===== src/verilog/tartaruga_cfg.svh =====
`ifndef TARTARUGA_CFG_SVH
`define TARTARUGA_CFG_SVH

// First fetch address after reset
`define TT_RESET_PC 32'h0000_0000

// Integer register width
`define TT_XLEN 32

// Architectural registers, x0 included
`define TT_NUM_REGS 32

`endif


===== src/verilog/tartaruga_pkg.sv =====
`include "tartaruga_cfg.svh"

package tartaruga_pkg;

    typedef logic [`TT_XLEN-1:0] bus32_t;
    typedef logic [$clog2(`TT_NUM_REGS)-1:0] reg_addr_t;

    // RV32I major opcodes handled by the core
    typedef enum logic [6:0] {
        OP_LUI    = 7'b0110111,
        OP_AUIPC  = 7'b0010111,
        OP_JAL    = 7'b1101111,
        OP_JALR   = 7'b1100111,
        OP_BRANCH = 7'b1100011,
        OP_IMM    = 7'b0010011,
        OP_REG    = 7'b0110011
    } opcode_t;

    typedef enum logic [3:0] {
        ADD, SUB, SLL, SLT, SLTU, XOR, SRL, SRA, OR, AND, PASS_B
    } alu_op_t;

    typedef enum logic [3:0] {
        BNONE, BEQ, BNE, BLT, BGE, BLTU, BGEU, JAL, JALR
    } jump_kind_t;

    typedef enum logic {RS1, PC} opa_sel_t;
    typedef enum logic {RS2, IMM} opb_sel_t;

    typedef struct packed {
        bus32_t     pc;
        bus32_t     word;
        reg_addr_t  addr_rs1;
        reg_addr_t  addr_rs2;
        reg_addr_t  addr_rd;
        logic       write_enable;
        opa_sel_t   opa_sel;
        opb_sel_t   opb_sel;
        alu_op_t    alu_op;
        jump_kind_t jump_kind;
        bus32_t     imm;
        logic       valid;
    } instr_t;

    typedef struct packed {
        instr_t instr;
        bus32_t result;
    } exe_to_wb_t;

    // Bubble: every enum field decodes to its zero member
    localparam instr_t NOP_INSTR = '0;

endpackage

===== src/verilog/exe_bus_if.sv =====
`timescale 1ns/1ps

interface exe_bus_if;
    import tartaruga_pkg::*;

    bus32_t     pc;
    bus32_t     op_a;
    bus32_t     op_b;
    bus32_t     rs2_data;
    bus32_t     imm;
    alu_op_t    alu_op;
    jump_kind_t jump_kind;
    logic       valid;

    // Driven from the decode/execute register
    modport stage (
        output pc, op_a, op_b, rs2_data, imm, alu_op, jump_kind, valid
    );

    // Execute units only look
    modport unit (
        input pc, op_a, op_b, rs2_data, imm, alu_op, jump_kind, valid
    );

endinterface


===== src/verilog/alu.sv =====
`timescale 1ns/1ps

module alu (
    exe_bus_if.unit               bus,
    output tartaruga_pkg::bus32_t alu_result_o
);
    import tartaruga_pkg::*;

    logic [4:0] shamt;
    logic       lt_signed;
    logic       lt_unsigned;

    assign shamt       = bus.op_b[4:0];
    assign lt_signed   = $signed(bus.op_a) < $signed(bus.op_b);
    assign lt_unsigned = bus.op_a < bus.op_b;

    always_comb begin
        alu_result_o = '0;
        case (bus.alu_op)
            ADD:  alu_result_o = bus.op_a + bus.op_b;
            SUB:  alu_result_o = bus.op_a - bus.op_b;
            SLL:  alu_result_o = bus.op_a << shamt;
            SLT:  alu_result_o[0] = lt_signed;
            SLTU: alu_result_o[0] = lt_unsigned;
            XOR:  alu_result_o = bus.op_a ^ bus.op_b;
            SRL:  alu_result_o = bus.op_a >> shamt;
            // Sign bit fills from the left
            SRA:  alu_result_o = $signed(bus.op_a) >>> shamt;
            OR:   alu_result_o = bus.op_a | bus.op_b;
            AND:  alu_result_o = bus.op_a & bus.op_b;
            PASS_B: begin
                alu_result_o = bus.op_b;
            end
            default: begin
                alu_result_o = '0;
            end
        endcase
    end

endmodule


===== src/verilog/branch_unit.sv =====
`timescale 1ns/1ps

module branch_unit (
    exe_bus_if.unit               bus,
    output logic                  taken_o,
    output tartaruga_pkg::bus32_t target_o,
    output tartaruga_pkg::bus32_t link_o
);
    import tartaruga_pkg::*;

    logic   cond;
    bus32_t jalr_sum;

    // Operand a carries rs1 for every control transfer
    always_comb begin
        case (bus.jump_kind)
            BEQ:       cond = (bus.op_a == bus.rs2_data);
            BNE:       cond = (bus.op_a != bus.rs2_data);
            BLT:       cond = ($signed(bus.op_a) < $signed(bus.rs2_data));
            BGE:       cond = ($signed(bus.op_a) >= $signed(bus.rs2_data));
            BLTU:      cond = (bus.op_a < bus.rs2_data);
            BGEU:      cond = (bus.op_a >= bus.rs2_data);
            JAL, JALR: cond = 1'b1;
            default:   cond = 1'b0;
        endcase
    end

    assign taken_o = bus.valid && cond;

    assign jalr_sum = bus.op_a + bus.imm;
    assign target_o = (bus.jump_kind == JALR) ? {jalr_sum[31:1], 1'b0} : bus.pc + bus.imm;

    assign link_o = bus.pc + 32'd4;

endmodule


===== src/verilog/datapath.sv =====
`timescale 1ns/1ps

module datapath (
    input  logic                     clk_i,
    input  logic                     rstn_i,
    output tartaruga_pkg::bus32_t    imem_addr_o,
    output logic                     imem_ready_o,
    input  logic                     imem_valid_i,
    input  tartaruga_pkg::bus32_t    imem_data_i,
    output logic                     commit_valid_o,
    output tartaruga_pkg::bus32_t    commit_pc_o,
    output tartaruga_pkg::bus32_t    commit_instr_o,
    output tartaruga_pkg::reg_addr_t commit_rd_o,
    output logic                     commit_we_o,
    output tartaruga_pkg::bus32_t    commit_result_o
);
    import tartaruga_pkg::*;

    function automatic logic raw_hazard(input reg_addr_t rs, input instr_t older);
        return older.write_enable && (older.addr_rd != '0) && (older.addr_rd == rs);
    endfunction

    logic       stall;
    logic       redirect;
    bus32_t     redirect_pc;
    logic       fetch_valid;
    bus32_t     fetch_pc;
    logic       if_id_valid_q;
    bus32_t     if_id_word_q;
    bus32_t     if_id_pc_q;
    instr_t     dec_instr;
    bus32_t     rs1_data, rs2_data;
    instr_t     id_ex_q;
    bus32_t     id_ex_rs1_q, id_ex_rs2_q;
    bus32_t     alu_result;
    bus32_t     link;
    bus32_t     exe_result;
    exe_to_wb_t wb_q;

    fetch i_fetch (
        .clk_i         (clk_i),
        .rstn_i        (rstn_i),
        .stall_i       (stall),
        .redirect_i    (redirect),
        .redirect_pc_i (redirect_pc),
        .imem_valid_i  (imem_valid_i),
        .imem_ready_o  (imem_ready_o),
        .imem_addr_o   (imem_addr_o),
        .fetch_valid_o (fetch_valid),
        .fetch_pc_o    (fetch_pc)
    );

    // Fetch/decode register, held on stall
    always_ff @(posedge clk_i) begin
        if (!rstn_i) begin
            if_id_valid_q <= 1'b0;
        end else if (redirect) begin
            if_id_valid_q <= 1'b0;
        end else if (!stall) begin
            if_id_valid_q <= fetch_valid;
        end
    end

    always_ff @(posedge clk_i) begin
        if (!stall) begin
            if_id_word_q <= imem_data_i;
            if_id_pc_q   <= fetch_pc;
        end
    end

    decoder i_decoder (
        .valid_i         (if_id_valid_q),
        .pc_i            (if_id_pc_q),
        .instr_word_i    (if_id_word_q),
        .instr_decoded_o (dec_instr)
    );

    regfile i_regfile (
        .clk_i          (clk_i),
        .rstn_i         (rstn_i),
        .addr_rs1_i     (dec_instr.addr_rs1),
        .addr_rs2_i     (dec_instr.addr_rs2),
        .addr_rd_i      (wb_q.instr.addr_rd),
        .data_rd_i      (wb_q.result),
        .write_enable_i (wb_q.instr.write_enable),
        .data_rs1_o     (rs1_data),
        .data_rs2_o     (rs2_data)
    );

    // No forwarding, so wait until the producer has left writeback
    assign stall = raw_hazard(dec_instr.addr_rs1, id_ex_q)
                || raw_hazard(dec_instr.addr_rs2, id_ex_q)
                || raw_hazard(dec_instr.addr_rs1, wb_q.instr)
                || raw_hazard(dec_instr.addr_rs2, wb_q.instr);

    always_ff @(posedge clk_i) begin
        if (!rstn_i || redirect || stall) begin
            id_ex_q <= NOP_INSTR;
        end else begin
            id_ex_q <= dec_instr;
        end
    end

    always_ff @(posedge clk_i) begin
        id_ex_rs1_q <= rs1_data;
        id_ex_rs2_q <= rs2_data;
    end

    exe_bus_if i_exe_bus ();

    assign i_exe_bus.pc        = id_ex_q.pc;
    assign i_exe_bus.op_a      = (id_ex_q.opa_sel == PC) ? id_ex_q.pc : id_ex_rs1_q;
    assign i_exe_bus.op_b      = (id_ex_q.opb_sel == IMM) ? id_ex_q.imm : id_ex_rs2_q;
    assign i_exe_bus.rs2_data  = id_ex_rs2_q;
    assign i_exe_bus.imm       = id_ex_q.imm;
    assign i_exe_bus.alu_op    = id_ex_q.alu_op;
    assign i_exe_bus.jump_kind = id_ex_q.jump_kind;
    assign i_exe_bus.valid     = id_ex_q.valid;

    alu i_alu (
        .bus          (i_exe_bus),
        .alu_result_o (alu_result)
    );

    branch_unit i_branch_unit (
        .bus      (i_exe_bus),
        .taken_o  (redirect),
        .target_o (redirect_pc),
        .link_o   (link)
    );

    // Jumps write the return address, branches carry write_enable low
    assign exe_result = (id_ex_q.jump_kind == JAL || id_ex_q.jump_kind == JALR)
                      ? link : alu_result;

    always_ff @(posedge clk_i) begin
        if (!rstn_i) begin
            wb_q <= '0;
        end else begin
            wb_q.instr  <= id_ex_q;
            wb_q.result <= exe_result;
        end
    end

    assign commit_valid_o  = wb_q.instr.valid;
    assign commit_pc_o     = wb_q.instr.pc;
    assign commit_instr_o  = wb_q.instr.word;
    assign commit_rd_o     = wb_q.instr.addr_rd;
    assign commit_we_o     = wb_q.instr.write_enable;
    assign commit_result_o = wb_q.result;

endmodule


===== src/verilog/decoder.sv =====
`timescale 1ns/1ps

module decoder (
    input  logic                  valid_i,
    input  tartaruga_pkg::bus32_t pc_i,
    input  tartaruga_pkg::bus32_t instr_word_i,
    output tartaruga_pkg::instr_t instr_decoded_o
);
    import tartaruga_pkg::*;

    function automatic alu_op_t funct_to_alu(input logic [2:0] f3, input logic alt);
        case (f3)
            3'b000:  return alt ? SUB : ADD;
            3'b001:  return SLL;
            3'b010:  return SLT;
            3'b011:  return SLTU;
            3'b100:  return XOR;
            3'b101:  return alt ? SRA : SRL;
            3'b110:  return OR;
            default: return AND;
        endcase
    endfunction

    opcode_t    opcode;
    logic [2:0] funct3;
    logic [6:0] funct7;
    reg_addr_t  rs1, rs2, rd;
    bus32_t     imm_i, imm_b, imm_u, imm_j;
    instr_t     dec;
    logic       ok;

    assign opcode = opcode_t'(instr_word_i[6:0]);
    assign funct3 = instr_word_i[14:12];
    assign funct7 = instr_word_i[31:25];
    assign rd     = instr_word_i[11:7];
    assign rs1    = instr_word_i[19:15];
    assign rs2    = instr_word_i[24:20];

    assign imm_i = {{20{instr_word_i[31]}}, instr_word_i[31:20]};
    assign imm_b = {{19{instr_word_i[31]}}, instr_word_i[31], instr_word_i[7],
                    instr_word_i[30:25], instr_word_i[11:8], 1'b0};
    assign imm_u = {instr_word_i[31:12], 12'b0};
    assign imm_j = {{11{instr_word_i[31]}}, instr_word_i[31], instr_word_i[19:12],
                    instr_word_i[20], instr_word_i[30:21], 1'b0};

    always_comb begin
        dec = NOP_INSTR;
        ok  = 1'b1;
        case (opcode)
            OP_LUI: begin
                dec.addr_rd = rd;
                dec.opb_sel = IMM;
                dec.alu_op  = PASS_B;
                dec.imm     = imm_u;
            end
            OP_AUIPC: begin
                dec.addr_rd = rd;
                dec.opa_sel = PC;
                dec.opb_sel = IMM;
                dec.imm     = imm_u;
            end
            OP_JAL: begin
                dec.addr_rd   = rd;
                dec.jump_kind = JAL;
                dec.imm       = imm_j;
            end
            OP_JALR: begin
                dec.addr_rs1  = rs1;
                dec.addr_rd   = rd;
                dec.jump_kind = JALR;
                dec.imm       = imm_i;
                ok = (funct3 == 3'b000);
            end
            OP_BRANCH: begin
                dec.addr_rs1 = rs1;
                dec.addr_rs2 = rs2;
                dec.imm      = imm_b;
                case (funct3)
                    3'b000:  dec.jump_kind = BEQ;
                    3'b001:  dec.jump_kind = BNE;
                    3'b100:  dec.jump_kind = BLT;
                    3'b101:  dec.jump_kind = BGE;
                    3'b110:  dec.jump_kind = BLTU;
                    3'b111:  dec.jump_kind = BGEU;
                    default: ok = 1'b0;
                endcase
            end
            OP_IMM: begin
                dec.addr_rs1 = rs1;
                dec.addr_rd  = rd;
                dec.opb_sel  = IMM;
                dec.imm      = imm_i;
                dec.alu_op   = funct_to_alu(funct3, (funct3 == 3'b101) && funct7[5]);
                ok = !((funct3 == 3'b001 && funct7 != 7'b0)
                    || (funct3 == 3'b101 && funct7 != 7'b0 && funct7 != 7'b0100000));
            end
            OP_REG: begin
                dec.addr_rs1 = rs1;
                dec.addr_rs2 = rs2;
                dec.addr_rd  = rd;
                dec.alu_op   = funct_to_alu(funct3, funct7[5]);
                ok = (funct7 == 7'b0)
                    || (funct7 == 7'b0100000 && (funct3 == 3'b000 || funct3 == 3'b101));
            end
            default: ok = 1'b0;
        endcase

        // Unknown encodings still retire, doing nothing
        if (!ok) begin
            dec = NOP_INSTR;
        end
        dec.write_enable = (dec.addr_rd != '0);
        dec.pc    = pc_i;
        dec.word  = instr_word_i;
        dec.valid = 1'b1;

        instr_decoded_o = valid_i ? dec : NOP_INSTR;
    end

endmodule


===== src/verilog/fetch.sv =====
`timescale 1ns/1ps
`include "tartaruga_cfg.svh"

module fetch (
    input  logic                  clk_i,
    input  logic                  rstn_i,
    input  logic                  stall_i,
    input  logic                  redirect_i,
    input  tartaruga_pkg::bus32_t redirect_pc_i,
    input  logic                  imem_valid_i,
    output logic                  imem_ready_o,
    output tartaruga_pkg::bus32_t imem_addr_o,
    output logic                  fetch_valid_o,
    output tartaruga_pkg::bus32_t fetch_pc_o
);
    import tartaruga_pkg::*;

    bus32_t pc_q;
    logic   transfer;

    assign imem_ready_o = !stall_i;
    assign transfer     = imem_valid_i && imem_ready_o;
    assign imem_addr_o  = pc_q;
    assign fetch_pc_o   = pc_q;

    // Wrong-path words are dropped by the flush in the fetch/decode register
    assign fetch_valid_o = transfer;

    always_ff @(posedge clk_i) begin
        if (!rstn_i) begin
            pc_q <= `TT_RESET_PC;
        end else if (redirect_i) begin
            pc_q <= redirect_pc_i;
        end else if (transfer) begin
            pc_q <= pc_q + 32'd4;
        end
    end

endmodule


===== src/verilog/regfile.sv =====
`timescale 1ns/1ps
`include "tartaruga_cfg.svh"

module regfile (
    input  logic                     clk_i,
    input  logic                     rstn_i,
    input  tartaruga_pkg::reg_addr_t addr_rs1_i,
    input  tartaruga_pkg::reg_addr_t addr_rs2_i,
    input  tartaruga_pkg::reg_addr_t addr_rd_i,
    input  tartaruga_pkg::bus32_t    data_rd_i,
    input  logic                     write_enable_i,
    output tartaruga_pkg::bus32_t    data_rs1_o,
    output tartaruga_pkg::bus32_t    data_rs2_o
);
    import tartaruga_pkg::*;

    // No storage behind x0
    bus32_t regs_q [1:`TT_NUM_REGS-1];

    always_ff @(posedge clk_i) begin
        if (!rstn_i) begin
            for (int i = 1; i < `TT_NUM_REGS; i++) begin
                regs_q[i] <= '0;
            end
        end else if (write_enable_i && (addr_rd_i != '0)) begin
            regs_q[addr_rd_i] <= data_rd_i;
        end
    end

    assign data_rs1_o = (addr_rs1_i == '0) ? '0 : regs_q[addr_rs1_i];
    assign data_rs2_o = (addr_rs2_i == '0) ? '0 : regs_q[addr_rs2_i];

endmodule


===== config.mk =====
export PLATFORM = sky130hd
export DESIGN_NAME = datapath
export DESIGN_NICKNAME = d
export VERILOG_FILES = /design/src/verilog/tartaruga_pkg.sv /design/src/verilog/exe_bus_if.sv /design/src/verilog/alu.sv /design/src/verilog/branch_unit.sv /design/src/verilog/datapath.sv /design/src/verilog/decoder.sv /design/src/verilog/fetch.sv /design/src/verilog/regfile.sv
export VERILOG_INCLUDE_DIRS = /design/src /design/src/verilog
export SDC_FILE = /design/constraint.sdc
export NUM_CORES = 2
export LEC_CHECK = 0
export BUFFER_PORTS_ARGS = -buffer_cell sky130_fd_sc_hd__buf_2
export CORE_ASPECT_RATIO = 1.25
export CORE_UTILIZATION = 60
export DETAILED_ROUTE_END_ITERATION = 10
export PLACE_DENSITY = 0.88
export SLEW_MARGIN = 5
export SYNTH_ARGS = -nofsm -noshare
export SYNTH_HDL_FRONTEND = slang
export SYNTH_HIERARCHICAL = 1
export SYNTH_SLANG_ARGS = --single-unit

===== constraint.sdc =====
create_clock -name clk_i -period 13.2 [get_ports clk_i]
set_clock_uncertainty 0.1 [all_clocks]
set_input_delay 0 -clock clk_i [delete_from_list [all_inputs] [get_ports clk_i]]
set_output_delay 0 -clock clk_i [all_outputs]
set_load 0.01 [all_outputs]

==> results.env <==
FINALCRITICALPERIOD_NS=6.865
CTS_SETUP_BUFFERS=0
GRT_PASS1_WL_UM=443400
FINAL_NET_COUNT=7002
FINAL_CELL_AREA_MM2=0.09037
WIRELENGTH_UM=314500
DRT_PASS1_ITERATIONS=9
HOLDCRITPATHCLASS='input pin to register'
ANTENNA_FOUND_INITIAL=35
INITIAL_DRC_COUNT=12342
WORST_SETUP_PATH_START_KIND='register'
PLACEDINSTANCEAREA_MM2=0.08456
TRITONCTS='built'
WORSTSKEWPAIRLATENCY_NS=0.83
WORSTSETUPENDPOINTTYPE='register'
DP_HPWL_UM=196700
FINAL_MAX_SLEW_VIOL_COUNT=0
HTREE_NUM_LEVELS=4
FINALCOREUTILIZATION_PCT=66.44
COUNT_OF_UNIQUE_LIBRARY_CELLS_INSTANTIATED_BY_YOSYS=117
MAX-SLEW-MARGIN-REL_PCT=2.287
SYNTH.YOSYS.SEQ_AREA_SHARE_PCT=47.15
CRITICAL_PATH_REQUIRED_NS=13.84
NUMBER_OF_BUFFERS_CREATED_BY_CTS=142
VIAS_AFTER_DETAILED_ROUTING=66035
DRTANTENNAVIOLNETS=0
SYNTH_ENABLE_FLOP_CELLS=1088
CTS.ROOT.BUFFER_CELL='clkbuf_16'
PATH_CLASS='register to register'
CTS_REPAIR_RESIZE_COUNT=0
LEAKAGEPOWER_nW=32.33
TOTAL_POWER_mW=9.715
YOSYS_REGISTER_BITS=1401
INITIAL_CORE_UTIL_PCT=60.71
POST_DRT_WL_PER_CELL_UM=36.27
COMBINATIONAL_FAMILY_WITH_THE_MOST_AREA_AFTER_SYNTHESIS='multiplexers'
SETUP_VIOL=0
PEAKVDDDROP_mV=0.1404
STD_CELL_ROWS=151
SYNTH-MAIN-FF-CELL='edfxtp_1'
CRIT_ARRIVAL_NS=7.51
CLKSLEWWORSTSETUPHOLDPATHS_NS=0.07
HOLD_VIOL=0
SYNTH.MUX.AREA_FRACTION_PCT=18.53
DRT-VIAS-PER-INSTANCE=7.617
CLK_PATH_BUF_DEPTH=3
DIE_H_UM=416.8
GRT_OVERFLOW_TOTAL=0
SYNTH-ASYNC-RESET-RATIO_PCT=0
GRT_USE_TOTAL_PCT=44.47
TOTAL_OF_WARNINGS_RAISED_BY_YOSYS=6
NUMCLOCKSINKS=1401
POST_SYNTH_INSTANCE_AREA_MM2=0.08259
SYNTH_SIMPLE_GATE_AREA_SHARE_PCT=16.07
SETUP_TOTAL_NEGATIVE_SLACK_NS=0
PATH_MAX_FANOUT=96
FMAX_MHz=145.7
YOSYS.AREA_SHARE.ADDER_PCT=3.006
DESIGN.PORTCOUNT=171
FINAL.PERIOD_UTILIZATION_PCT=52.00
HOLD_SLACK_NS=0.2486
POWER_DENSITY_mW_PER_MM2=107.5
DIE_WIDTH_UM=333.8
MAXCAPVIOLCOUNT=0
POSTSYNTHCELLCOUNT=6821
TRANSITION_TIME_AT_THE_PIN_WITH_THE_LEAST_SLEW_MARGIN_NS=1.466
STATUS='finished, final reports clean'
LARGEST_NET_DEGREE_AT_THE_START_OF_GLOBAL_ROUTING=136
AREA_GROWTH_SYN_TO_LAYOUT_PCT=9.426
GRT_SETUP_UNREPAIRED='no'
BUFFER_PORTS.INSERTED=170
CORE_AREA_MM2=0.1360
SYN_AREA_PER_CELL_UM2=12.11
DRIVE_ABOVE_1_SHARE_PCT=19.40
VIA_COUNT_OF_THE_FIRST_GLOBAL_ROUTING_PASS=64253
REMAINING_DRC_ERRORS=0
SYNTH_XOR_AREA_SHARE_PCT=1.198
SHARE_OF_THE_SYNTHESIZED_AREA_IN_COMPOUND_GATES_AO_OA_AOI_OAI_PCT=9.612
FLOORPLAN.DIE_AREA_MM2=0.1391
GP_CONGESTION=1.135
-- synth_stat cells (all sizes together) (22+ instances only) --
master | count | area share, %
nor2b | 81 | 0.61
nor3 | 136 | 0.85
buf | 211 | 1.8
xnor2 | 61 | 0.65
and3 | 26 | 0.20
nand3 | 74 | 0.46
a21o | 49 | 0.45
a22oi | 39 | 0.35
mux2 | 109 | 1.5
nor3b | 36 | 0.35
a221oi | 33 | 0.37
edfxtp | 1088 | 40
mux4 | 509 | 14
nand2b | 35 | 0.27
o21ai | 235 | 1.4
nand4 | 49 | 0.39
ha | 192 | 2.9
clkbuf | 410 | 1.9
xor2 | 52 | 0.55
nor2 | 253 | 1.1
dfxtp | 313 | 7.6
o22ai | 129 | 0.98
nor4 | 34 | 0.30
or3 | 22 | 0.17
and2 | 1262 | 9.6
o211ai | 31 | 0.28
a22o | 55 | 0.58
a21oi | 240 | 1.5
mux2i | 258 | 3.1
a31oi | 29 | 0.24
a2111oi | 67 | 0.86
a211oi | 39 | 0.37
nand2 | 221 | 1.0
inv | 159 | 0.72
-- kinds of logic (layout without fill, tap and decap cells) --
logic type / Yosys count / in the layout
buf+inv: 781 / 820
other cells: 1 / 51
mux: 876 / 876
flops: 1401 / 1401
xor+xnor: 113 / 113
fa+ha+maj: 196 / 196
simple gates: 2303 / 2303
compound gates: 1150 / 1150
-- placed cells by master, fill, tap and decap left out, types with 71 or more instances in the layout --
| master | instances |
|---|---|
| edfxtp_1 | 1088 |
| clkbuf_16 | 154 |
| mux2i_1 | 258 |
| nand2_1 | 220 |
| nor3_1 | 130 |
| o21ai_0 | 171 |
| nor2b_1 | 79 |
| inv_1 | 155 |
| o22ai_1 | 129 |
| mux4_2 | 502 |
| ha_1 | 192 |
| buf_2 | 169 |
| and2_1 | 1257 |
| dfxtp_1 | 311 |
| nor2_1 | 221 |
| mux2_2 | 108 |
| nand3_1 | 71 |
| a21oi_1 | 234 |
| buf_4 | 154 |
-- stage by stage --
stage,std cells,setup slack (ns)
final,8669,6.335
after global routing,8651,5.889
after CTS,8649,6.521
after detailed placement,8318,6.529
after global placement,8318,6.689
after floorplan,6852,6.978
-- power breakdown --
group          switching [mW]  internal [mW]  total (mW)
clock                    1.83           2.57        4.40
sequential              0.105           4.89        4.99
combinational           0.194          0.130       0.323
total                    2.12           7.59        9.72
-- state kept, by name (all words and copies together), names as in the netlist --
register and cells:
i_exe_bus.pc 32, i_exe_bus.jump_kind 4, id_ex_rs1_q 32, commit_instr_o 32, commit_valid_o 1, i_fetch/fetch_pc_o 32, if_id_word_q 32, commit_pc_o 32
i_exe_bus.alu_op 4, i_exe_bus.rs2_data 32, id_ex_q 40, i_exe_bus.imm 32, i_exe_bus.valid 1, i_regfile/regs_q 1024, commit_we_o 1, if_id_valid_q 1
commit_rd_o 5, if_id_pc_q 32, commit_result_o 32
-- per-layer routing --
layer / global-route usage (%) / up-vias / routed length, µm
li1: - / 25543 / -
met1: 49.30 / 31322 / 91190
met5: 0.8720 / - / 361
met4: 38.04 / 30 / 34430
met2: 66.92 / 6880 / 137300
met3: 17.51 / 2260 / 51160
-- worst max-delay path: stages (launching register included) --
cell and delay, ns:
edfxtp_1 0.57, nand4b_1 0.30, nor2_1 0.78, a21oi_1 0.08, and4b_2 0.25, buf_4 0.30, nor3_2 0.30, buf_12 0.59
buf_4 0.90, xor2_1 0.22, nor3_1 0.07, a22oi_1 0.31, o22a_2 0.29, inv_1 0.10, nand3b_1 0.25, nor4_2 0.77
a311oi_1 0.20, nor3b_1 0.23
-- area by class of cell --
class	count	area (µm²)
Clock inverter	65	889.6
Fill cell	9232	45660
Inverter	160	600.6
Antenna cell	19	47.55
Multi-Input combinational cell	4670	40720
Tap cell	1759	2201
Timing Repair Buffer	396	2784
Clock buffer	199	4193
Sequential cell	1401	38940
-- repair_timing --
item                       4_1_cts  5_1_grt
hold endpoints to repair       159        0
setup endpoints to repair        0        0
hold buffers                    67        0
-- worst paths after layout --
kind | startpoint | to | slack, ns | cells past startpoint
hold / removal | rstn_i | i_fetch/fetch_pc_o[5] | 0.25 | 3
setup / recovery | if_id_word_q[3] | i_fetch/fetch_pc_o[28] | 6.34 | 17
hold reg to reg | id_ex_q[85] | commit_instr_o[26] | 0.33 | 1
setup reg to reg | if_id_word_q[3] | i_fetch/fetch_pc_o[28] | 6.34 | 17
No activity file was read; power rests on OpenSTA's default activity.
